===== config.mk =====
export PLATFORM = sky130hd
export DESIGN_NAME = rx_frame_writer
export DESIGN_NICKNAME = d
export VERILOG_FILES = /design/src/source/eth_rx_pkg.sv /design/src/source/rx_frame_writer.sv
export SDC_FILE = /design/constraint.sdc
export NUM_CORES = 1
export LEC_CHECK = 0
export BUFFER_PORTS_ARGS = -buffer_cell sky130_fd_sc_hd__buf_2
export CORE_MARGIN = 3
export CORE_UTILIZATION = 41
export CTS_BUF_LIST = sky130_fd_sc_hd__clkbuf_16
export CTS_CLUSTER_SIZE = 12
export DETAILED_ROUTE_END_ITERATION = 10
export GPL_TIMING_DRIVEN = 0
export PLACE_DENSITY = 0.66
export SLEW_MARGIN = 20
export SYNTH_ARGS = -nofsm -noshare
export SYNTH_HDL_FRONTEND = slang
export SYNTH_SLANG_ARGS = --single-unit
export TNS_END_PERCENT = 50

===== constraint.sdc =====
create_clock -name gmii_rx_clk -period 2.65 [get_ports gmii_rx_clk]
set_input_delay 0.265 -clock gmii_rx_clk [delete_from_list [all_inputs] [get_ports gmii_rx_clk]]
set_output_delay 0.265 -clock gmii_rx_clk [all_outputs]
set_load 0.005 [all_outputs]

===== src/source/eth_rx_pkg.sv =====
`default_nettype none

package eth_rx_pkg;

	//////////////////////////////////////////////////////////////////////
	// Sizes and constants

	// Word buffer, about 2 KiB of frame data
	localparam int buf_words  = 512;
	localparam int buf_addr_w = 9;

	// Committed frame descriptors waiting for the reader
	localparam int desc_depth = 4;
	localparam int desc_ptr_w = 2;

	// Framing bytes as seen on GMII
	localparam logic [7:0] preamble_byte = 8'h55;
	localparam logic [7:0] sfd_byte      = 8'hD5;

	// Reflected CRC-32 polynomial and its seed
	localparam logic [31:0] crc_poly = 32'hEDB88320;
	localparam logic [31:0] crc_seed = 32'hFFFFFFFF;

	//////////////////////////////////////////////////////////////////////
	// Types shared between modules

	// dvalid paces 10/100 operation, one byte per strobe
	typedef struct packed {
		logic       dvalid;
		logic       en;
		logic       er;
		logic [7:0] data;
	} gmii_bus_t;

	typedef enum logic [2:0] {
		idle,
		drop,
		preamble,
		frame_data,
		crc_check
	} rx_state_t;

	// MAC output, every field a one-cycle pulse
	typedef struct packed {
		logic        start;
		logic        data_valid;
		logic [2:0]  bytes_valid;
		logic [31:0] data;
		logic        commit;
		logic        drop;
	} mac_word_t;

	// One access request towards the word buffer
	typedef struct packed {
		logic                  req;
		logic                  we;
		logic [buf_addr_w-1:0] addr;
		logic [31:0]           wdata;
	} buf_req_t;

	typedef struct packed {
		logic [buf_addr_w-1:0] start_addr;
		logic [buf_addr_w:0]   word_count;
		logic [2:0]            last_bytes;
	} frame_desc_t;

	typedef struct packed {
		logic        valid;
		logic        sof;
		logic        eof;
		logic [2:0]  bytes_valid;
		logic [31:0] data;
	} host_word_t;

	typedef struct packed {
		logic [15:0] frames_ok;
		logic [15:0] frames_dropped;
	} rx_stats_t;

endpackage

`default_nettype wire


===== src/source/rx_frame_writer.sv =====
`default_nettype none

module rx_frame_writer (
	input  logic                                gmii_rx_clk,
	input  logic                                arst_n,
	input  eth_rx_pkg::mac_word_t               mac_in,
	input  logic [eth_rx_pkg::buf_addr_w:0]     rd_ptr,
	input  logic                                desc_full,
	output eth_rx_pkg::buf_req_t                wr_req,
	output logic                                desc_push,
	output eth_rx_pkg::frame_desc_t             desc,
	output eth_rx_pkg::rx_stats_t               stats
);

	// Pointers carry one extra wrap bit
	logic [eth_rx_pkg::buf_addr_w:0]   commit_ptr;
	logic [eth_rx_pkg::buf_addr_w:0]   work_ptr;
	logic [eth_rx_pkg::buf_addr_w:0]   used;
	logic                              space_ok;
	logic                              overrun;
	logic                              good_commit;
	logic [2:0]                        last_bytes;
	logic                              wr_valid;
	logic [eth_rx_pkg::buf_addr_w-1:0] wr_addr;
	logic [31:0]                       wr_data;

	// Buffer full when the working pointer is a whole buffer ahead
	assign used        = work_ptr - rd_ptr;
	assign space_ok    = !used[eth_rx_pkg::buf_addr_w];
	assign good_commit = mac_in.commit && !overrun && !desc_full;

	always_ff @(posedge gmii_rx_clk or negedge arst_n) begin
		if (!arst_n) begin
			commit_ptr <= '0;
			work_ptr   <= '0;
			overrun    <= 1'b0;
			wr_valid   <= 1'b0;
			desc_push  <= 1'b0;
			stats      <= '0;
		end else begin
			wr_valid  <= 1'b0;
			desc_push <= 1'b0;
			if (mac_in.start)
				overrun <= 1'b0;
			// After an overrun the rest of the frame is discarded
			if (mac_in.data_valid && !overrun) begin
				if (space_ok) begin
					wr_valid <= 1'b1;
					work_ptr <= work_ptr + 1'b1;
				end else begin
					overrun  <= 1'b1;
					work_ptr <= commit_ptr;
				end
			end
			if (good_commit) begin
				desc_push       <= 1'b1;
				commit_ptr      <= work_ptr;
				stats.frames_ok <= stats.frames_ok + 16'd1;
			end else if (mac_in.commit || mac_in.drop) begin
				// Rewind over the partial frame
				work_ptr             <= commit_ptr;
				stats.frames_dropped <= stats.frames_dropped + 16'd1;
			end
		end
	end

	always_ff @(posedge gmii_rx_clk) begin
		if (mac_in.data_valid) begin
			wr_addr    <= work_ptr[eth_rx_pkg::buf_addr_w-1:0];
			wr_data    <= mac_in.data;
			last_bytes <= mac_in.bytes_valid;
		end
		if (good_commit) begin
			desc.start_addr <= commit_ptr[eth_rx_pkg::buf_addr_w-1:0];
			desc.word_count <= work_ptr - commit_ptr;
			desc.last_bytes <= last_bytes;
		end
	end

	always_comb begin
		wr_req.req   = wr_valid;
		wr_req.we    = wr_valid;
		wr_req.addr  = wr_addr;
		wr_req.wdata = wr_data;
	end

endmodule

`default_nettype wire


; ---- After elaboration in Yosys (flattened, before gate mapping)
; Index checks and enable logic that the tools add are counted.
[totals]
elab_cells = 36
regBits = 121
inputBits = 52
[classes]
addsub = 5
reduce_logical = 7
muxes = 10
bitwise_logic = 1
[ops]
columns = operator, n
row1 = 2-to-1 mux 10 bit, 4
row2 = "adder 16 x 1 -> 16 bit, second input constant", 2
row3 = subtractor 10 bit, 2
row4 = "adder 10 x 1 -> 10 bit, second input constant", 1
row5 = 2-to-1 mux 1 bit, 6
row6 = logical AND 1 bit, 3
row7 = logical NOT 1 bit, 2
row8 = AND reduction 2 bit, 1
row9 = logical OR 1 bit, 1
row10 = NOT 1 bit, 1

; ---- Logic depth before layout (Yosys ltp)
[depth]
ltp_word = 5
depth_mapped = 9
mapped_depth_nobuf = 9

; ---- Worst setup path after synthesis
; No wires, ideal clock.
[synth_timing]
kind = register -> register
from = register work_ptr[5] in the netlist's numbering
to = register work_ptr[9] in the netlist's numbering
path_stages_with_launch = 8
required_ns = 2.525
synth_period_minus_slack_ns = 2.225
t_arrival_ns = 2.100
path_slack_ns = 0.425
path_cell_list = dfrtp_1 ha_1 a21o_1 a221oi_1 o21ai_2 xnor2_2 a21oi_4 mux2_4
[synth_via]
elab_chain_len = 5
elab_cells_between_ends = 6
classes_between = add/sub (2) / mux (4)
[synth_rtl]
columns = element, line_no
row1 = start: declaration, rx_frame_writer.sv:17  ; logic [eth_rx_pkg::buf_addr_w:0] work_ptr;
row2 = start signal: assignment, rx_frame_writer.sv:49  ; work_ptr <= work_ptr + 1'b1;
row3 = start signal: assignment, rx_frame_writer.sv:52  ; work_ptr <= commit_ptr;
row4 = start signal: assignment, rx_frame_writer.sv:61  ; work_ptr <= commit_ptr;
row5 = adder 10 x 1 -> 10 bit / subtractor 10 bit (equally long branches), "rx_frame_writer.sv:49, rx_frame_writer.sv:28"
row6 = 2-to-1 mux 10 bit *, rx_frame_writer.sv:47  ; if (space_ok) begin
row7 = 2-to-1 mux 10 bit *, rx_frame_writer.sv:46  ; if (mac_in.data_valid && !overrun) begin
row8 = 2-to-1 mux 10 bit, rx_frame_writer.sv:59  ; end else if (mac_in.commit || mac_in.drop) begin
row9 = 2-to-1 mux 10 bit *, rx_frame_writer.sv:55  ; if (good_commit) begin
; Mark *: on every way between the ends. The rest lies on a longest branch, timed or not.
; A chain may end at the register's enable or synchronous reset.

; ---- Worst setup path in the final report
[layout_timing]
from = register work_ptr[7] in the netlist's numbering
to = register work_ptr[9] in the netlist's numbering
; Same word-level chain as after synthesis.

==> impl_results.md <==
* Arr. time, crit path at 2.81 ns
* Clk pin slew, worst setup/hold paths at around 0.06 ns
* Total number of yosys warnings at 0
* Hold slack at between 0.02 and 0.03 ns
* Post-synthesis instance total at about 370
* Die height at around 120 microns
* Seq/Total Area, Yosys at 66.2%
* Max stage delay on crit path at just under 0.5 ns
* Critical path capture point type: register
* Met2 Wirelength at roughly 5000 microns
* Max FO, Critical Path at 7
* Final hold vios at 0
* Synth Area in Adders at under 10%
* Post-synthesis mux area share at around 2.1%
* Crit-path slowest cell: dfrtp_1
* Post-Route Setup TNS at 0 ns
* Placer Congestion at between 0.7 and 0.8
* Post-Syn Area at between 0.005 and 0.006 sq mm
* Achievable Freq at a little under 0.4 GHz
* ANT nets after route at 0
* Post-synth net total at around 450
* Via count at roughly 3400
* Syn_area_per_cell at around 14 sq um
* Buf/Inv on CP at 0
* Max_slew headroom at 52.3%
* Final #Nets at 616
* Max Slew Vio Count at 0
* Met3 wire length at 913 microns
* Sink Count at about 120
* Fraction of layout cells with a size suffix above 1 at approximately 35%
* Critical path type: register to register
* # IOs at 150
* Port Buffers at 149
* Cell Chain, Critical Path: ha_1 -> and3_1 -> a221oi_1 -> o21ai_2 -> xnor2_2 -> a21oi_4 -> mux2_4
* Share of the cycle needed by the critical path after routing at between 90% and 100%
* ANT cells at 0
* Root buf cell: clkbuf_16
* Commonest non-fill, non-tap cell in the layout: buf_2
* Fin cells at roughly 720
* Total Routed Length at roughly 11000 microns
* Chip width at between 100 and 150 microns
* First-pass GRT wire length at around 16000 microns
* Core area at around 0.012 sq mm
* GRT overflow at 0
* XOR/XNOR Fraction of Synth Area at under 10%
* Placed insts at around 700
* Met1 WL at between 4000 and 5000 microns
* GRT Total Usage at 15.3%
* DPL Wire Length at between 7000 and 8000 microns
* VDD IR max at 0.429 mV
* Final Skew at between 0.004 and 0.005 ns
* Final setup fails at 0
* Largest family of logic cells by synthesized area: simple AND/OR/NAND/NOR gates
* Clock H-tree levels at 4
* Yosys reg bits at approximately 120
* Leak pwr at approximately 3.2 nW
* Worst Setup Start Kind: register
* Hold Path Class: input port to register
* Initial drt markers at between 200 and 300
* Max_cap viols at 0
* Distinct cells, synth at 46
* Top sig layer: met4
* Compound-Gate Fraction of Synth Area at under 10%
* CTS Buf Count at 17
* Number of antenna violations at the first check in global routing at 0
* CTS tree: built
* Largest net degree at the start of global routing at 56
* CP Data Required Time at approximately 2.9 ns
* Die area at 0.0138 sq mm
* Iteration count of the initial detailed-routing pass at 7
* Setup repair bufs after CTS at 0
* Most frequent cells in the layout: buf_2 (147), edfxtp_1 (66), dfrtp_1 (55), nand2_1 (35), xnor2_1 (26)
* Slew of the pin with the lowest slew margin at approximately 0.72 ns
* Post-layout min period at roughly 2.5 ns
* Clock latency at the later pin of the worst-skew pair at between 0.4 and 0.5 ns
* Via-to-Cell Ratio at ~4.7
* Area grow syn2layout at 32.3%
* Initial Util at between 40% and 50%
* RSZ-0062 raised after global routing: yes
* Pwr dens at between 1000 and 1500 mW/mm^2
* # rows at 40
* Crit path max-delay family: compound AO/OA/AOI/OAI gates
* Routed WL per cell at 14.5 microns
* Simple logic cell fraction of the synthesized area at 10.6%
* Status: complete, no violations
* DRC at 0
* CTS max path bufs at 2
* Vias in the first global route at approximately 3200
synthesized netlist by cell type, drive strengths merged:
master   count  area (sq um)
edfxtp      66          1980
dfrtp       55          1380
nand2       36           138
xnor2       27           244
inv         25          93.8
nor2        21          81.3
ha          20           250
o21ai       18          97.6
xor2        18           158
nand3       14          70.1
and3        10          62.6
nand4        9          56.3
mux2i        8          80.1
nor2b        5          31.3
nor3         5          25.0
a21oi        3          26.3
and2         3          18.8
nand2b       3          26.3
a21o         2          15.0
a221oi       2          17.5
a222oi       2          20.0
buf          2          15.0
clkbuf       2          7.51
mux2         2          26.3
o221ai       2          17.5
a2111oi      1          27.5
a211o        1          8.76
a21boi       1          7.51
and4         1          8.76
fa           1          20.0
nor4b        1          15.0
o2111ai      1          8.76
o21a         1          7.51
o21bai       1          7.51
o22ai        1          6.26
o31ai        1          7.51
o41ai        1          8.76
or2          1          6.26
metal layers:
layer / GRT usage (%) / vias to the layer above
li1: - / 1669
met1: 19.3 / 1610
met2: 23.9 / 126
met3: 5.14 / 13
met4: 7.34 / 0
met5: 0 / -
worst paths after layout:
| path | from | endpoint | slack (ns) | depth (start not counted) |
|---|---|---|---|---|
| min in group asynchronous | arst_n | commit_ptr[7] | 0.46 | 2 |
| max in group asynchronous | arst_n | commit_ptr[2] | 1.71 | 2 |
| max reg2reg | work_ptr[7] | work_ptr[9] | 0.13 | 7 |
| min reg2reg | last_bytes[1] | desc[1] | 0.42 | 0 |
| min | mac_in[36] | last_bytes[2] | 0.03 | 1 |
| max | work_ptr[7] | work_ptr[9] | 0.13 | 7 |
stage by stage:
step | power [W] | instance area, sq um | utilization [%] | setup WS, ns
global placement | 0.00476 | 6030 | 50.0 | 0.0287
CTS | 0.00731 | 6710 | 55.6 | 0.0983
detailed placement | 0.00483 | 6060 | 50.3 | 0.126
finish | 0.00725 | 6720 | 55.7 | 0.131
floorplan | 0.00411 | 5080 | - | 0.425
global route | 0.00770 | 6720 | 55.7 | -0.00291
worst reg2reg max path, stage by stage (launching register included):
cell      delay [ns]
dfrtp_1         0.49
ha_1            0.34
and3_1          0.19
a221oi_1        0.34
o21ai_2         0.16
xnor2_2         0.21
a21oi_4         0.34
mux2_4          0.34
flip-flops by register name, summed over array words and instances (netlist names):
register    cells
stats          32
desc_push       1
wr_addr         9
work_ptr       10
wr_data        32
desc           22
commit_ptr     10
wr_valid        1
overrun         1
last_bytes      3
power by group:
part	total (W)	leakage (nW)	internal (W)	switching, W
clock	0.00245	0.315	0.00165	0.000797
sequential	0.00286	1.36	0.00253	0.000328
combinational	0.00194	1.48	0.000920	0.00102
total	0.00725	3.16	0.00510	0.00215
cells by family after synthesis:
group	Yosys count
AO/OA/AOI/OAI	38
XOR/XNOR	45
adder cells (fa/ha/maj)	21
buffers and inverters	29
flip-flops	121
multiplexers	10
AND/OR/NAND/NOR	109
final cells by class:
cell class | count | area (sq um)
Buffer | 4 | 23.8
Clock buffer | 17 | 425
Clock inverter | 15 | 208
Fill cell | 979 | 5350
Inverter | 25 | 93.8
Multi-Input combinational cell | 223 | 1610
Sequential cell | 121 | 3360
Tap cell | 168 | 210
Timing Repair Buffer | 151 | 788
repair_timing:
item | in CTS | in global routing
hold buffers | 1 | 0
resized for setup | 0 | 2
setup endpoints to repair | 0 | 4
endpoints found under the hold margin | 55 | 0
(Power assumes the default switching activity.)
