**config.mk**
```make
export PLATFORM = sky130hd
export DESIGN_NAME = rx_frame_reader
export DESIGN_NICKNAME = d
export VERILOG_FILES = /design/src/source/eth_rx_pkg.sv /design/src/source/rx_frame_reader.sv
export SDC_FILE = /design/constraint.sdc
export NUM_CORES = 1
export LEC_CHECK = 0
export ABC_AREA = 1
export BUFFER_PORTS_ARGS = -buffer_cell sky130_fd_sc_hd__buf_2
export CORE_UTILIZATION = 50
export CTS_CLUSTER_DIAMETER = 30
export DETAILED_ROUTE_END_ITERATION = 6
export PLACE_DENSITY = 0.83
export SYNTH_ARGS = -nofsm -noshare
export SYNTH_HDL_FRONTEND = slang
export SYNTH_SLANG_ARGS = --single-unit
```
**constraint.sdc**
```tcl
create_clock -name gmii_rx_clk -period 4.6 [get_ports gmii_rx_clk]
set_input_delay 0.23 -clock gmii_rx_clk [delete_from_list [all_inputs] [get_ports gmii_rx_clk]]
set_output_delay 0.23 -clock gmii_rx_clk [all_outputs]
set_load 0.005 [all_outputs]
```
**src/source/eth_rx_pkg.sv**
```systemverilog
`default_nettype none

package eth_rx_pkg;

	//////////////////////////////////////////////////////////////////////
	// Sizes and constants

	// Word buffer, about 2 KiB of frame data
	localparam int buf_words  = 512;
	localparam int buf_addr_w = 9;

	// Committed frame descriptors waiting for the reader
	localparam int desc_depth = 4;
	localparam int desc_ptr_w = 2;

	// Framing bytes as seen on GMII
	localparam logic [7:0] preamble_byte = 8'h55;
	localparam logic [7:0] sfd_byte      = 8'hD5;

	// Reflected CRC-32 polynomial and its seed
	localparam logic [31:0] crc_poly = 32'hEDB88320;
	localparam logic [31:0] crc_seed = 32'hFFFFFFFF;

	//////////////////////////////////////////////////////////////////////
	// Types shared between modules

	// dvalid paces 10/100 operation, one byte per strobe
	typedef struct packed {
		logic       dvalid;
		logic       en;
		logic       er;
		logic [7:0] data;
	} gmii_bus_t;

	typedef enum logic [2:0] {
		idle,
		drop,
		preamble,
		frame_data,
		crc_check
	} rx_state_t;

	// MAC output, every field a one-cycle pulse
	typedef struct packed {
		logic        start;
		logic        data_valid;
		logic [2:0]  bytes_valid;
		logic [31:0] data;
		logic        commit;
		logic        drop;
	} mac_word_t;

	// One access request towards the word buffer
	typedef struct packed {
		logic                  req;
		logic                  we;
		logic [buf_addr_w-1:0] addr;
		logic [31:0]           wdata;
	} buf_req_t;

	typedef struct packed {
		logic [buf_addr_w-1:0] start_addr;
		logic [buf_addr_w:0]   word_count;
		logic [2:0]            last_bytes;
	} frame_desc_t;

	typedef struct packed {
		logic        valid;
		logic        sof;
		logic        eof;
		logic [2:0]  bytes_valid;
		logic [31:0] data;
	} host_word_t;

	typedef struct packed {
		logic [15:0] frames_ok;
		logic [15:0] frames_dropped;
	} rx_stats_t;

endpackage

`default_nettype wire

```
**src/source/rx_frame_reader.sv**
```systemverilog
`default_nettype none

module rx_frame_reader (
	input  logic                            gmii_rx_clk,
	input  logic                            arst_n,
	input  logic                            desc_push,
	input  eth_rx_pkg::frame_desc_t         desc,
	input  logic                            gnt_rd,
	input  logic [31:0]                     rdata,
	output eth_rx_pkg::buf_req_t            rd_req,
	output logic [eth_rx_pkg::buf_addr_w:0] rd_ptr,
	output logic                            desc_full,
	output eth_rx_pkg::host_word_t          host_out
);

	eth_rx_pkg::frame_desc_t queue [eth_rx_pkg::desc_depth];

	logic [eth_rx_pkg::desc_ptr_w-1:0] q_wr;
	logic [eth_rx_pkg::desc_ptr_w-1:0] q_rd;
	logic [eth_rx_pkg::desc_ptr_w:0]   q_count;
	logic                              q_pop;

	// Read sequencer state
	logic                              busy;
	logic                              first;
	logic [eth_rx_pkg::buf_addr_w-1:0] cur_addr;
	logic [eth_rx_pkg::buf_addr_w:0]   words_left;
	logic [eth_rx_pkg::buf_addr_w:0]   frame_words;
	logic [2:0]                        last_bytes;
	logic                              rd_fire;
	logic                              rd_last;

	// Tags for the word coming back from the buffer
	logic                              p_valid;
	logic                              p_sof;
	logic                              p_eof;
	logic [2:0]                        p_bytes;

	assign desc_full = (q_count == (eth_rx_pkg::desc_ptr_w + 1)'(eth_rx_pkg::desc_depth));
	assign q_pop     = !busy && (q_count != '0);
	assign rd_fire   = busy && gnt_rd;
	assign rd_last   = (words_left == 1);

	always_ff @(posedge gmii_rx_clk) begin
		if (desc_push)
			queue[q_wr] <= desc;
	end

	always_ff @(posedge gmii_rx_clk or negedge arst_n) begin
		if (!arst_n) begin
			q_wr    <= '0;
			q_rd    <= '0;
			q_count <= '0;
			busy    <= 1'b0;
			first   <= 1'b0;
			rd_ptr  <= '0;
			p_valid <= 1'b0;
			p_sof   <= 1'b0;
			p_eof   <= 1'b0;
		end else begin
			if (desc_push)
				q_wr <= q_wr + 1'b1;
			if (q_pop)
				q_rd <= q_rd + 1'b1;
			if (desc_push && !q_pop)
				q_count <= q_count + 1'b1;
			else if (!desc_push && q_pop)
				q_count <= q_count - 1'b1;
			p_valid <= rd_fire;
			p_sof   <= rd_fire && first;
			p_eof   <= rd_fire && rd_last;
			if (q_pop) begin
				busy  <= 1'b1;
				first <= 1'b1;
			end else if (rd_fire) begin
				first <= 1'b0;
				// Space is released only once the whole frame is out
				if (rd_last) begin
					busy   <= 1'b0;
					rd_ptr <= rd_ptr + frame_words;
				end
			end
		end
	end

	always_ff @(posedge gmii_rx_clk) begin
		if (q_pop) begin
			cur_addr    <= queue[q_rd].start_addr;
			words_left  <= queue[q_rd].word_count;
			frame_words <= queue[q_rd].word_count;
			last_bytes  <= queue[q_rd].last_bytes;
		end else if (rd_fire) begin
			cur_addr   <= cur_addr + 1'b1;
			words_left <= words_left - 1'b1;
		end
		p_bytes <= rd_last ? last_bytes : 3'd4;
	end

	always_comb begin
		rd_req.req   = busy;
		rd_req.we    = 1'b0;
		rd_req.addr  = cur_addr;
		rd_req.wdata = '0;
	end

	always_comb begin
		host_out.valid       = p_valid;
		host_out.sof         = p_sof;
		host_out.eof         = p_eof;
		host_out.bytes_valid = p_bytes;
		host_out.data        = rdata;
	end

endmodule

`default_nettype wire

```
# Yosys cells after proc, flatten, opt, wreduce, memory -nomap -nowiden
# Memories as Yosys holds them, arrays and structs flattened.
# Index checks and enable logic that the tools add are counted.
[op_classes]
div_mod_pow = 0
bitwise_logic = 1
n_reduce_logical = 15
shift = 0
muxes = 13
multipliers = 0
magnitude_cmp = 0
n_eq_ne = 2
n_addsub = 7
[ops]
columns = ["op", "n"]
rows = [
  ["two-way mux 10 bit", 2],
  ["two-way mux 9 bit", 2],
  ["adder 10 bit", 1],
  ["== test 10 x 1 -> 1 bit, second input constant", 1],
  ["subtractor 10 x 1 -> 10 bit, second input constant", 1],
  ["adder 9 x 1 -> 9 bit, second input constant", 1],
  ["two-way mux 1 bit", 7],
  ["logical AND 1 bit", 6],
  ["two-way mux 3 bit", 2],
  ["nonzero test 2 bit", 3],
  ["adder 2 x 1 -> 2 bit, second input constant", 2],
  ["adder 3 x 1 -> 3 bit, second input constant", 1],
  ["== test 3 bit, second input constant", 1],
  ["logical NOT 1 bit", 3],
  ["AND reduction 3 bit", 1],
  ["nonzero test 3 bit", 1],
  ["subtractor 3 x 1 -> 3 bit, second input constant", 1],
  ["AND reduction 2 bit", 1],
  ["NOT 1 bit", 1],
]
[word_totals]
latch_bits = 0
ramBits = 88
mem_count = 1
wordCells = 53
in_bits = 58
ff_bits = 57
mem_bits_ro = 0
[mem_list]
columns = ["name", "words", "word_bits", "read_ports", "rd_clocked_by_memory_dff", "write_ports", "line_no", "rtl"]
rows = [
  ["queue", 4, 22, 1, 0, 1, "rx_frame_reader.sv:16", "eth_rx_pkg::frame_desc_t queue [eth_rx_pkg::desc_depth];"],
]

# Longest topological paths before layout
[depth]
ltp_word = 5
depth_mapped = 10

# Worst setup path after synthesis
# Ideal clock, no wire load.
[synth_path]
path_kind = "reg-to-reg"
from = "reg q_count[0] (netlist name)"
to = "reg q_count[1] (netlist name)"
path_slack_ps = 2645
stages_incl_launch_ff = 9
path_buffers = 1
arrival_time_ps = 1830
cell_sequence = "dfrtp_1 -> nor2_1 -> a21oi_2 -> inv_2 -> buf_2 -> ha_1 -> inv_1 -> fa_1 -> mux2_2"
[synth_via]
elab_chain_cells = 5
word_cells_on_any_way = 10
[synth_rtl]
columns = ["element", "line_no", "rtl"]
rows = [
  ["start: declaration", "rx_frame_reader.sv:20", "logic [eth_rx_pkg::desc_ptr_w:0] q_count;"],
  ["start signal: assignment", "rx_frame_reader.sv:66", "q_count <= q_count + 1'b1;"],
  ["start signal: assignment", "rx_frame_reader.sv:68", "q_count <= q_count - 1'b1;"],
  ["branches (longest 5 deep; another with subtractor 3 x 1 -> 3 bit)", "-", ""],
]
# Several ways; the timed one is not identified. The select of a mux whose other input is x is not followed.
# A chain may end at the register's enable or synchronous reset.

# Worst setup path after layout
[layout_path]
from = "reg q_count[0] (netlist name)"
to = "reg q_count[2] (netlist name)"
# The elaborated chain is that of the path after synthesis.

==> impl_metrics.yaml <==
sta:
  min_period_ns: 2.441
  finalSetupViolCount: 0
  hold_viol: 0
  max_slew_margin: 0.3315
  clock_skew_ns: 0.01100
  finalSetupTns_ns: 0
  fmax_mhz: 409.7
  tightest_slew_ns: 1.002
  final_max_slew_viol_count: 0
  hold_ws_ns: 0.01692
  rsz0062_at_grt: "no"
  fin_ws_ns: 2.159
  min_period_over_period: 0.5307
clocking:
  h-tree-depth: 4
  ctsHoldBuffers: 3
  cts.repair.resized: 0
  cts_tree: "done"
  clk_pin_slew_ns: 0.06
  post_cts_buffers: 0
  clock-root-buffer: "clkbuf_16"
  clk-insertion-delay-late_ns: 0.43
  clock-sinks: 145
  cts_buffer_depth: 2
  cts_buffers: 17
global_routing:
  track_usage: 0.2026
  grt_max_degree: 50
  grt-busiest-layer: "met2"
  grt_pass1_wl_mm: 21.01
  met2_usage: 0.3515
  grt_use_met1: 0.2250
  overflow: 0
  antenna_found_initial: 0
  grt_pass1_vias: 4097
  use_met3: 0.06202
finish:
  final_common_cell: "edfxtp_1"
  num-fill-cells: 1028
  seq_area_um2: 4214
  mostFrequentLayoutCells: "edfxtp_1, nand2_1, nor2_1, buf_2, o21ai_0"
  n_antenna_cell: 0
  post_route_cells_drive_above_1_share: 0.1540
  area_growth_pct: 9.467
  multi_input_area_um2: 1893
  nets: 694
critical_path:
  cp.arrival_ns: 2.75
  r2r_slack_ns: 2.16
  start_kind: "register"
  path_class: "reg -> reg"
  critPathMaxFanout: 46
  rr_worst_depth: 10
  crit_required_ns: 4.91
  r2r_start: "q_count[0]"
  endpoint_kind: "register"
  regToRegEndpoint: "q_count[2]"
floorplan:
  die_h_um: 118.1
  rows: 42
  dieWidth_um: 118.1
  coreArea_um2: 13190
  start_util: 0.5110
  io_pins: 150
  dieArea_um2: 13950
drt:
  routedWlPerCell_um: 16.88
  drc: 0
  drt-pass1-iter-count: 5
  initialDrtViolationCount: 331
  num_vias: 4230
  via_per_inst: 5.248
  ant_nets: 0
  routed_wl_mm: 13.60
pwr:
  p_per_area_nw_per_um2: 524.7
  leakagePower_uw: 0.003018
  peakVddDrop_mv: 0.3556
status:
  outcome: "finished clean"
yosys:
  syn_area_per_cell_um2: 11.29
  yosysUniqueCellTypes: 38
  yosys_warnings: 0
  ys_ff_latch: 145
  syn-cell-area_um2: 6740
  synthCells: 597
  yosysSeqAreaShare: 0.6252
place:
  gp_congestion: 0.8340
  portBuffers: 52
  place_ws_ns: 2.174
  dpl.hpwl_mm: 9.065
flow_run:
  maxCapViolCount: 0
hold_path:
  min_to: "queue[1][17]"
  min_from: "desc[17]"
  holdPathStages: 1
  hp-class: "in -> reg"
[worst max-delay path: stages, from the launching register on]
cell and delay, ns:
dfrtp_1 0.43, nor2_1 0.21, a21oi_4 0.07, buf_4 0.28, inv_2 0.25, ha_1 0.19, inv_1 0.07, fa_1 0.38
a21oi_1 0.16, o21ai_0 0.11, xor2_1 0.15
[cells by family (layout without fill, tap and decap cells)]
| kind of cell | Yosys count | in the layout | share of synthesized area |
|---|---|---|---|
| other cells | 1 | 33 | 0.0005564 |
| simple gates | 187 | 187 | 0.1162 |
| flops | 145 | 145 | 0.6252 |
| compound gates | 95 | 95 | 0.07741 |
| buf+inv | 127 | 128 | 0.1129 |
| xor+xnor | 22 | 22 | 0.02859 |
| mux | 1 | 1 | 0.001671 |
| fa+ha+maj | 19 | 19 | 0.03750 |
[area by class of cell]
class / instances / area share
Clock buffer: 21 / 0.05969
Inverter: 39 / 0.02018
Tap cell: 176 / 0.02985
Timing Repair Buffer: 57 / 0.04138
Sequential cell: 145 / 0.5711
Multi-Input combinational cell: 357 / 0.2566
Clock inverter: 11 / 0.02120
[power by group]
| group | switching [µW] | total, µW | internal (µW) |
|---|---|---|---|
| combinational | 508 | 712 | 204 |
| clock | 525 | 1380 | 857 |
| sequential | 97.2 | 1780 | 1680 |
[cell usage after synthesis]
master | instances | area share
nand3_1 | 17 | 0.013
xnor2_1 | 9 | 0.012
a31oi_1 | 2 | 0.0019
clkbuf_1 | 6 | 0.0033
dfxtp_1 | 3 | 0.0089
nand2_4 | 1 | 0.0017
o21ai_0 | 39 | 0.029
xor2_1 | 13 | 0.017
a21oi_1 | 10 | 0.0074
o22ai_1 | 18 | 0.017
mux2_2 | 1 | 0.0017
nor2_4 | 2 | 0.0033
fa_1 | 2 | 0.0059
o21bai_1 | 1 | 0.0011
a21oi_2 | 1 | 0.0013
buf_4 | 69 | 0.077
o21ai_1 | 20 | 0.015
o21ai_2 | 2 | 0.0026
o21a_1 | 1 | 0.0011
ha_1 | 17 | 0.032
nor2_8 | 1 | 0.0030
edfxtp_1 | 120 | 0.53
inv_1 | 35 | 0.019
nor2_1 | 60 | 0.033
nand4_1 | 3 | 0.0028
buf_6 | 1 | 0.0017
inv_2 | 3 | 0.0017
nand2_2 | 1 | 0.00093
nand2_1 | 97 | 0.054
a32o_1 | 1 | 0.0015
nand3b_1 | 1 | 0.0011
buf_2 | 12 | 0.0089
conb_1 | 1 | 0.00056
nor2_2 | 1 | 0.00093
nor3_1 | 2 | 0.0015
dfrtp_1 | 22 | 0.082
or2_2 | 1 | 0.00093
inv_4 | 1 | 0.00093
[worst max path at each step]
stage | from | end | slack, ns | cells past startpoint
after floorplan | q_count[0] | q_count[1] | 2.65 | 8
after global placement | q_count[0] | q_count[2] | 2.27 | 10
after detailed placement | q_count[0] | q_count[2] | 2.17 | 10
after CTS | q_count[0] | q_count[2] | 2.15 | 10
after global routing | q_count[0] | q_count[2] | 2.02 | 10
final | q_count[0] | q_count[2] | 2.16 | 10
[through the flow]
step           utilization  instances  area, µm²  total power [µW]
6_report            0.5594        806       7378              3871
5_1_grt             0.5594        806       7378              4029
4_1_cts             0.5594        806       7378              3890
3_5_place_dp        0.5119        771       6751              2503
3_3_place_gp        0.5119        771       6751              2447
2_1_floorplan            -        629       6860              2300
[flip-flops by register name, summed over array words and instances (netlist names)]
| signal | cells |
|---|---|
| p_valid | 1 |
| frame_words | 10 |
| busy | 1 |
| queue | 88 |
| q_wr | 2 |
| last_bytes | 3 |
| cur_addr | 9 |
| words_left | 10 |
| p_bytes | 3 |
| q_count | 3 |
| q_rd | 2 |
| first | 1 |
| rd_ptr | 10 |
| p_sof | 1 |
| p_eof | 1 |
[per-layer routing]
layer  wire, µm  share of wire  vias to the layer above
met3        953          0.070                       41
met1       5145           0.38                     2034
met2       7043           0.52                      182
met4        461          0.034                        0
li1           -              -                     1973
met5          0              0                        -
(Power assumes the default switching activity.)
