File: config.mk
export PLATFORM = sky130hd
export DESIGN_NAME = gmii_rx_mac
export DESIGN_NICKNAME = d
export VERILOG_FILES = /design/src/source/eth_rx_pkg.sv /design/src/source/crc32_ethernet.sv /design/src/source/gmii_rx_mac.sv
export SDC_FILE = /design/constraint.sdc
export NUM_CORES = 1
export LEC_CHECK = 0
export ABC_AREA = 1
export BUFFER_PORTS_ARGS = -buffer_cell sky130_fd_sc_hd__buf_2
export CORE_AREA = 2 2 115 117
export DETAILED_ROUTE_END_ITERATION = 12
export DIE_AREA = 0 0 117 119
export PLACE_DENSITY_LB_ADDON = 0.15
export SYNTH_ARGS = -nofsm -noshare
export SYNTH_HDL_FRONTEND = slang
export SYNTH_SLANG_ARGS = --single-unit
export TNS_END_PERCENT = 1
File: constraint.sdc
create_clock -name gmii_rx_clk -period 11.7 [get_ports gmii_rx_clk]
set_clock_uncertainty 0.2 [all_clocks]
set_input_delay 1.17 -clock gmii_rx_clk [delete_from_list [all_inputs] [get_ports gmii_rx_clk]]
set_output_delay 1.17 -clock gmii_rx_clk [all_outputs]
set_load 0.01 [all_outputs]
File: src/source/eth_rx_pkg.sv
`default_nettype none

package eth_rx_pkg;

	//////////////////////////////////////////////////////////////////////
	// Sizes and constants

	// Word buffer, about 2 KiB of frame data
	localparam int buf_words  = 512;
	localparam int buf_addr_w = 9;

	// Committed frame descriptors waiting for the reader
	localparam int desc_depth = 4;
	localparam int desc_ptr_w = 2;

	// Framing bytes as seen on GMII
	localparam logic [7:0] preamble_byte = 8'h55;
	localparam logic [7:0] sfd_byte      = 8'hD5;

	// Reflected CRC-32 polynomial and its seed
	localparam logic [31:0] crc_poly = 32'hEDB88320;
	localparam logic [31:0] crc_seed = 32'hFFFFFFFF;

	//////////////////////////////////////////////////////////////////////
	// Types shared between modules

	// dvalid paces 10/100 operation, one byte per strobe
	typedef struct packed {
		logic       dvalid;
		logic       en;
		logic       er;
		logic [7:0] data;
	} gmii_bus_t;

	typedef enum logic [2:0] {
		idle,
		drop,
		preamble,
		frame_data,
		crc_check
	} rx_state_t;

	// MAC output, every field a one-cycle pulse
	typedef struct packed {
		logic        start;
		logic        data_valid;
		logic [2:0]  bytes_valid;
		logic [31:0] data;
		logic        commit;
		logic        drop;
	} mac_word_t;

	// One access request towards the word buffer
	typedef struct packed {
		logic                  req;
		logic                  we;
		logic [buf_addr_w-1:0] addr;
		logic [31:0]           wdata;
	} buf_req_t;

	typedef struct packed {
		logic [buf_addr_w-1:0] start_addr;
		logic [buf_addr_w:0]   word_count;
		logic [2:0]            last_bytes;
	} frame_desc_t;

	typedef struct packed {
		logic        valid;
		logic        sof;
		logic        eof;
		logic [2:0]  bytes_valid;
		logic [31:0] data;
	} host_word_t;

	typedef struct packed {
		logic [15:0] frames_ok;
		logic [15:0] frames_dropped;
	} rx_stats_t;

endpackage

`default_nettype wire

File: src/source/crc32_ethernet.sv
`default_nettype none

module crc32_ethernet (
	input  logic        gmii_rx_clk,
	input  logic        arst_n,
	input  logic        reset,
	input  logic        update,
	input  logic [7:0]  din,
	output logic [31:0] crc_flipped
);

	logic [31:0] crc;
	logic [31:0] crc_next;

	// One byte per update, LSB first as on the wire
	always_comb begin
		crc_next = crc;
		for (int i = 0; i < 8; i++) begin
			crc_next = {1'b0, crc_next[31:1]}
				^ (eth_rx_pkg::crc_poly & {32{crc_next[0] ^ din[i]}});
		end
	end

	always_ff @(posedge gmii_rx_clk or negedge arst_n) begin
		if (!arst_n) begin
			crc <= eth_rx_pkg::crc_seed;
		end else if (reset) begin
			crc <= eth_rx_pkg::crc_seed;
		end else if (update) begin
			crc <= crc_next;
		end
	end

	// Complemented FCS, first byte on the wire in the top byte
	assign crc_flipped = ~{crc[7:0], crc[15:8], crc[23:16], crc[31:24]};

endmodule

`default_nettype wire

File: src/source/gmii_rx_mac.sv
`default_nettype none

module gmii_rx_mac (
	input  logic                  gmii_rx_clk,
	input  logic                  arst_n,
	input  eth_rx_pkg::gmii_bus_t gmii_rx,
	output eth_rx_pkg::mac_word_t mac_out
);

	eth_rx_pkg::rx_state_t state;

	// Hold register keeps the newest four bytes, which may be the FCS
	logic [31:0] hold;
	logic [2:0]  hold_cnt;

	// Bytes leaving the hold register are packed big-endian
	logic [23:0] pack;
	logic [1:0]  pack_cnt;

	logic        got_word;
	logic        frame_err;
	logic        byte_in;
	logic        byte_out;
	logic        frame_end;
	logic        crc_reset;
	logic [31:0] crc_fcs;

	// Registered output pulses and word data
	logic        start_q;
	logic        dv_q;
	logic [2:0]  bv_q;
	logic [31:0] word_data;
	logic        commit_q;
	logic        drop_q;

	assign byte_in   = gmii_rx.dvalid && gmii_rx.en && (state == eth_rx_pkg::frame_data);
	assign byte_out  = byte_in && (hold_cnt == 3'd4);
	assign frame_end = gmii_rx.dvalid && !gmii_rx.en && (state == eth_rx_pkg::frame_data);
	assign crc_reset = (state == eth_rx_pkg::preamble);

	// CRC sees only bytes pushed out of the hold register
	crc32_ethernet u_crc (
		.gmii_rx_clk (gmii_rx_clk),
		.arst_n      (arst_n),
		.reset       (crc_reset),
		.update      (byte_out),
		.din         (hold[31:24]),
		.crc_flipped (crc_fcs)
	);

	//////////////////////////////////////////////////////////////////////
	// Framing FSM

	always_ff @(posedge gmii_rx_clk or negedge arst_n) begin
		if (!arst_n) begin
			state     <= eth_rx_pkg::idle;
			hold_cnt  <= 3'd0;
			pack_cnt  <= 2'd0;
			got_word  <= 1'b0;
			frame_err <= 1'b0;
			start_q   <= 1'b0;
			dv_q      <= 1'b0;
			bv_q      <= 3'd0;
			commit_q  <= 1'b0;
			drop_q    <= 1'b0;
		end else begin
			start_q  <= 1'b0;
			dv_q     <= 1'b0;
			bv_q     <= 3'd0;
			commit_q <= 1'b0;
			drop_q   <= 1'b0;
			if (gmii_rx.dvalid) begin
				case (state)
					eth_rx_pkg::idle: begin
						// er outside a frame is ignored
						if (gmii_rx.en) begin
							if (gmii_rx.data == eth_rx_pkg::preamble_byte && !gmii_rx.er)
								state <= eth_rx_pkg::preamble;
							else
								state <= eth_rx_pkg::drop;
						end
					end
					eth_rx_pkg::preamble: begin
						// Truncated in the preamble, nothing was announced
						if (!gmii_rx.en) begin
							state <= eth_rx_pkg::idle;
						end else if (gmii_rx.er) begin
							state <= eth_rx_pkg::drop;
						end else if (gmii_rx.data == eth_rx_pkg::sfd_byte) begin
							start_q   <= 1'b1;
							state     <= eth_rx_pkg::frame_data;
							hold_cnt  <= 3'd0;
							pack_cnt  <= 2'd0;
							got_word  <= 1'b0;
							frame_err <= 1'b0;
						end else if (gmii_rx.data != eth_rx_pkg::preamble_byte) begin
							state <= eth_rx_pkg::drop;
						end
					end
					eth_rx_pkg::frame_data: begin
						if (!gmii_rx.en) begin
							state <= eth_rx_pkg::crc_check;
							// Flush a partial word
							if (pack_cnt != 2'd0) begin
								dv_q <= 1'b1;
								bv_q <= {1'b0, pack_cnt};
							end
						end else begin
							if (gmii_rx.er)
								frame_err <= 1'b1;
							if (hold_cnt != 3'd4) begin
								hold_cnt <= hold_cnt + 3'd1;
							end else begin
								// Counter wraps to zero after a full word
								pack_cnt <= pack_cnt + 2'd1;
								if (pack_cnt == 2'd3) begin
									dv_q     <= 1'b1;
									bv_q     <= 3'd4;
									got_word <= 1'b1;
								end
							end
						end
					end
					eth_rx_pkg::crc_check: begin
						state <= eth_rx_pkg::idle;
						// Payload under four bytes never fills a word
						if (got_word && !frame_err && crc_fcs == hold)
							commit_q <= 1'b1;
						else
							drop_q <= 1'b1;
					end
					eth_rx_pkg::drop: begin
						if (!gmii_rx.en)
							state <= eth_rx_pkg::idle;
					end
					default: state <= eth_rx_pkg::idle;
				endcase
			end
		end
	end

	//////////////////////////////////////////////////////////////////////
	// Data path

	always_ff @(posedge gmii_rx_clk) begin
		if (byte_in)
			hold <= {hold[23:0], gmii_rx.data};
		if (byte_out) begin
			pack <= {pack[15:0], hold[31:24]};
			if (pack_cnt == 2'd3)
				word_data <= {pack, hold[31:24]};
		end
		// Partial word, left aligned
		if (frame_end) begin
			case (pack_cnt)
				2'd1:    word_data <= {pack[7:0], 24'h0};
				2'd2:    word_data <= {pack[15:0], 16'h0};
				2'd3:    word_data <= {pack[23:0], 8'h0};
				default: word_data <= word_data;
			endcase
		end
	end

	always_comb begin
		mac_out.start       = start_q;
		mac_out.data_valid  = dv_q;
		mac_out.bytes_valid = bv_q;
		mac_out.data        = word_data;
		mac_out.commit      = commit_q;
		mac_out.drop        = drop_q;
	end

endmodule

`default_nettype wire

# [Word-level counts from Yosys, hierarchy flattened]
# Cells that the tools add are included.
[totals] ff_bits=137 word_cells=142 in_bits=13 out_inout_bits=39
[op_classes] n_mux=60 n_reduce_logical=24 add_sub_neg=2 bitwise_logic=17 eq_ne=25
[op_table] operator="$xor A31 B32 Y32" n=8
[op_table] operator="$mux W32" n=5
[op_table] operator="$pmux W32 S3" n=1
[op_table] operator="$mux W3" n=17
[op_table] operator="$eq A32 B32 Y1" n=1
[op_table] operator="$not A32 Y32" n=1
[op_table] operator="$mux W1" n=25
[op_table] operator="$reduce_and A7 Y1" n=3
[op_table] operator="$ne A2 B2 Y1 const B" n=8
[op_table] operator="$mux W2" n=7
[op_table] operator="$pmux W3 S4" n=1
[op_table] operator="$reduce_bool A2 Y1" n=5
[op_table] operator="$eq A8 B7 Y1 const B" n=1
[op_table] operator="$eq A8 B8 Y1 const B" n=1
[op_table] operator="$logic_and A1 B1 Y1" n=8
[op_table] operator="$ne A8 B7 Y1 const B" n=1
[op_table] operator="$reduce_and A8 Y1" n=1
[op_table] operator="$xor A1 B1 Y1" n=8
[op_table] operator="$eq A3 B2 Y1 const B" n=2
[op_table] operator="$eq A3 B3 Y1 const B" n=2
[op_table] operator="$ne A2 B1 Y1 const B" n=3
[op_table] operator="$pmux W3 S2" n=1
[op_table] operator="$ne A5 B3 Y1 const B" n=1
[op_table] operator="$reduce_and A5 Y1" n=1
[op_table] operator="other kinds (12)" n=16

# [Logic depth before layout (Yosys ltp)]
[logic_depth] depth_word=18 ltp_mapped=13 depth_no_buf=13

# [Modules after synthesis]
# From an unflattened synthesis, not the netlist that was laid out.
[hier_totals] hier_cells=789 hier_area_um2=7178.1
[by_module_without_submodules] module="gmii_rx_mac" area_per_inst_um2=4677.0 instances=1 seq_area_each_um2=3067.9 cells_per_inst=437
[by_module_without_submodules] module="crc32_ethernet" area_per_inst_um2=2501.1 instances=1 seq_area_each_um2=840.8 cells_per_inst=352

# [Worst setup path after synthesis]
# OpenSTA, ideal clock, no wires.
[synth_timing] kind="input to register" startpoint="input gmii_rx[9] (netlist bit)" endpoint="register word_data[0], enable pin" stages=4 required_time_ns=11.068 arrival_ns=4.042 setup_slack_ns=7.026 setup_ns=0.432 n_path_buf=0 cell_sequence="nand3_1 > nor3_4 > nand2_1 > a21oi_1"
[synth_between] elab_chain_len=5 elab_cells_between_ends=9 classes_between="reduce/logical (9)"
[synth_lines] element="start: declaration" line="gmii_rx_mac.sv:6" text="input eth_rx_pkg::gmii_bus_t gmii_rx,"
[synth_lines] element="$logic_and A1 B1 Y1 (2 in series)" line="gmii_rx_mac.sv:36" text="assign byte_in = gmii_rx.dvalid && gmii_rx.en && (state == eth_rx_pkg::frame_data);"
[synth_lines] element="net byte_in" line="gmii_rx_mac.sv:22" text="logic byte_in;"
[synth_lines] element="$logic_and A1 B1 Y1" line="gmii_rx_mac.sv:37" text="assign byte_out = byte_in && (hold_cnt == 3'd4);"
[synth_lines] element="$reduce_bool A2 Y1 (no source line)"
[synth_lines] element="$reduce_and A3 Y1 (no source line)"
[synth_lines] element="end signal: assignment" line="gmii_rx_mac.sv:151" text="word_data <= {pack, hold[31:24]};"
[synth_lines] element="end signal: assignment" line="gmii_rx_mac.sv:156" text="2'd1: word_data <= {pack[7:0], 24'h0};"
[synth_lines] element="end signal: assignment" line="gmii_rx_mac.sv:157" text="2'd2: word_data <= {pack[15:0], 16'h0};"
[synth_lines] element="end: declaration" line="gmii_rx_mac.sv:32" text="logic [31:0] word_data;"
# The timed path passes the listed nets, and every way through them passes these cells.
# A chain may end at the register's enable or synchronous reset.

# [Worst setup path in the final report]
[layout_timing] startpoint="input gmii_rx[9] (netlist bit)" endpoint="register word_data[10], enable pin"
# The elaborated chain is that of the path after synthesis.

==> insert_results.sql <==
INSERT INTO impl_metrics (metric_group, metric, value, unit) VALUES
('clocking', 'tritoncts.num_buffers', '17', ''),
('layout', 'drive_above_1_share', '21.0', '%'),
('placement', 'dp_slack', '8.00', 'ns'),
('layout', 'multi_input_area', '2440', 'um2'),
('timing', 'worst_hold_check_slack', '0.246', 'ns'),
('clocking', 'root_buffer', 'sky130_fd_sc_hd__clkbuf_16', ''),
('critical_path', 'crit_slowest_cell', 'sky130_fd_sc_hd__a21oi_4', ''),
('timing', 'final_critical_path_setup_slack', '8.44', 'ns'),
('clocking', 'cts-hold-fix-buffers', '0', ''),
('drt', 'detail-route-antenna-nets', '0', ''),
('critical_path', 'cp_num_buf_inv', '2', ''),
('critical_path', 'setup.reg_to_reg.worst_slack', '8.73', 'ns'),
('timing', 'timing.final.setup_violations', '0', ''),
('die', 'num_rows', '42', ''),
('timing', 'post-route-min-period', '3.26', 'ns'),
('critical_path', 'worst-setup-path-type', 'in2reg', ''),
('global_route', 'globalRoute.totalOverflow', '0', ''),
('timing', 'fmaxAchievable', '0.307', 'GHz'),
('die', 'floorplan.initialDensity', '52.7', '%'),
('critical_path', 'crit_chain', 'buf_2 -> nand3_1 -> nor3_4 -> buf_4 -> nand2_1 -> a21oi_4', ''),
('placement', 'place_hpwl', '10300', 'um'),
('timing', 'fin_tns_setup', '0', 'ns'),
('die', 'floorplan.die.width', '117', 'um'),
('timing', 'timing.final.hold_violations', '0', ''),
('min_path', 'hp-class', 'reg2reg', ''),
('critical_path', 'startpoint_type', 'primary input', ''),
('timing', 'rsz0062_at_grt', 'no', ''),
('die', 'design.die.area', '13900', 'um2'),
('global_route', 'grt_first_pass_wirelength', '23600', 'um'),
('die', 'pin_count', '52', ''),
('logic_synthesis', 'mappedNetlistArea', '6780', 'um2'),
('layout', 'area.growth.synth_to_final', '14.7', '%'),
('layout', 'utilization', '60.4', '%'),
('logic_synthesis', 'mappedNetlistNets', '688', ''),
('layout', 'layout.filler_cells', '1070', ''),
('pwr', 'ir_worst_vdd', '0.113', 'mV'),
('global_route', 'grt_util_overall', '22.8', '%'),
('layout', 'design.final.nets', '746', ''),
('critical_path', 'crit_fanout', '34', ''),
('layout', 'n_antenna_cell', '0', ''),
('logic_synthesis', 'synth_cells', '667', ''),
('global_route', 'grt_antenna_before_repair', '0', ''),
('drt', 'drc_errors', '0', ''),
('clocking', 'cts.path.max_buffers', '2', ''),
('logic_synthesis', 'post_synth.cell_area_avg', '10.2', 'um2'),
('layout', 'regArea', '3910', 'um2'),
('status', 'status', 'finished, final reports clean', ''),
('pwr', 'power.leakage', '3.36', 'nW'),
('global_route', 'first_global_vias', '4656', ''),
('critical_path', 'cp_slowest_stage_delay', '0.78', 'ns'),
('clocking', 'post_cts_resize_count', '0', ''),
('logic_synthesis', 'synth_warnings', '0', ''),
('global_route', 'pin_count_of_the_biggest_net_entering_global_routing', '50', ''),
('drt', 'firstDrtPassIters', '5', ''),
('layout', 'highest_count_cells_in_the_layout_ignoring_fill_and_taps', 'sky130_fd_sc_hd__nand2_1, sky130_fd_sc_hd__edfxtp_1, sky130_fd_sc_hd__inv_1', ''),
('logic_synthesis', 'netlist-cell-type-count', '43', ''),
('clocking', 'htree_num_levels', '4', ''),
('clocking', 'worst_setup_hold_path_clk_slew', '0.06', 'ns'),
('logic_synthesis', 'synth_seq_area_share', '57.6', '%'),
('clocking', 'worst_skew_pair.late_latency', '0.42', 'ns'),
('timing', 'min_period_over_period', '27.9', '%'),
('run', 'max_cap_viol_count', '0', ''),
('die', 'fp.dieH', '119', 'um'),
('placement', 'gp_routability_congestion', '0.848', ''),
('clocking', 'tritoncts_num_sinks', '137', ''),
('critical_path', 'setup.worst_path.end_class', 'flop', ''),
('clocking', 'cts_tree', 'yes', ''),
('layout', 'stdcell_count', '913', ''),
('layout', 'layout_commonest_cell', 'sky130_fd_sc_hd__nand2_1', ''),
('placement', 'port_buffers', '51', ''),
('critical_path', 'crit_required', '11.54', 'ns');
[flip-flops by register name, summed over array words and instances (netlist names)]
name	cells
bv_q	3
commit_q	1
drop_q	1
dv_q	1
frame_err	1
got_word	1
hold	32
hold_cnt	3
pack	24
pack_cnt	2
start_q	1
state	3
u_crc.crc	32
word_data	32
[cell usage after synthesis (all sizes together)]
| library cell | n | share of area (%) |
|---|---|---|
| nand3b | 1 | 0.11 |
| a22oi | 8 | 0.89 |
| buf | 11 | 1.2 |
| o2111ai | 1 | 0.13 |
| nand2 | 153 | 9.8 |
| dfrtp | 17 | 6.3 |
| nor2 | 53 | 3.4 |
| nand3 | 42 | 3.2 |
| nor3b | 1 | 0.11 |
| edfxtp | 88 | 39 |
| inv | 96 | 5.3 |
| xor2 | 38 | 5.3 |
| ha | 8 | 1.5 |
| a32oi | 2 | 0.26 |
| nor4 | 2 | 0.18 |
| or2 | 5 | 0.46 |
| dfstp | 32 | 12 |
| o21ai | 37 | 2.7 |
| a2bb2oi | 2 | 0.26 |
| a21oi | 13 | 1.0 |
| o22ai | 7 | 0.65 |
| nand4 | 4 | 0.37 |
| xnor2 | 25 | 3.6 |
| o211ai | 6 | 0.66 |
| clkbuf | 3 | 0.17 |
| nor3 | 9 | 0.83 |
| o21bai | 3 | 0.33 |
[metrics by stage]
stage	area, um2	total power, mW
final	7780	1.21
after global routing	7780	1.25
after CTS	7780	1.21
after detailed placement	7200	0.685
after global placement	7200	0.680
after floorplan	6780	0.652
[final timing paths]
kind,start,cells after the start,end
worst max-delay path,gmii_rx[9],6,word_data[10]
worst min register to register,pack[15],0,pack[23]
min in group asynchronous,arst_n,2,commit_q
max in group asynchronous,arst_n,2,hold_cnt[2]
worst max register to register,state[2],7,word_data[10]
worst min-delay path,pack[15],0,pack[23]
[layer usage]
| metal | track usage (%) | share of wire [%] |
|---|---|---|
| met5 | 0 | 0 |
| met1 | 28.4 | 41 |
| met4 | 11.0 | 3.7 |
| met2 | 36.6 | 49 |
| met3 | 6.06 | 5.5 |
[kinds of logic (layout without fill, tap and decap cells)]
logic type	after synthesis	after routing	share of synthesized area, %
AOI/OAI and AO/OA	79	79	6.92
xor gates and xnor gates	63	63	8.91
adders and majority gates	8	8	1.48
buffers and inverters	110	180	6.64
DFF	137	137	57.6
and+or+nand+nor	270	270	18.4
[final cells by class]
class | count | area share (%)
clock buffer | 18 | 5.52
clock inverter | 13 | 1.98
inverter | 96 | 4.63
multi-input combinational | 420 | 31.3
sequential | 137 | 50.2
tap | 176 | 2.83
timing repair buffer | 53 | 3.47
[power by group]
part           internal [mW]  total (mW)  switching [mW]  leakage (nW)
Clock                  0.332       0.530           0.198         0.281
Sequential             0.531       0.544          0.0134          1.35
Combinational         0.0490       0.134          0.0849          1.72
Total                  0.912        1.21           0.296          3.36
No activity file was read; power rests on OpenSTA's default activity.
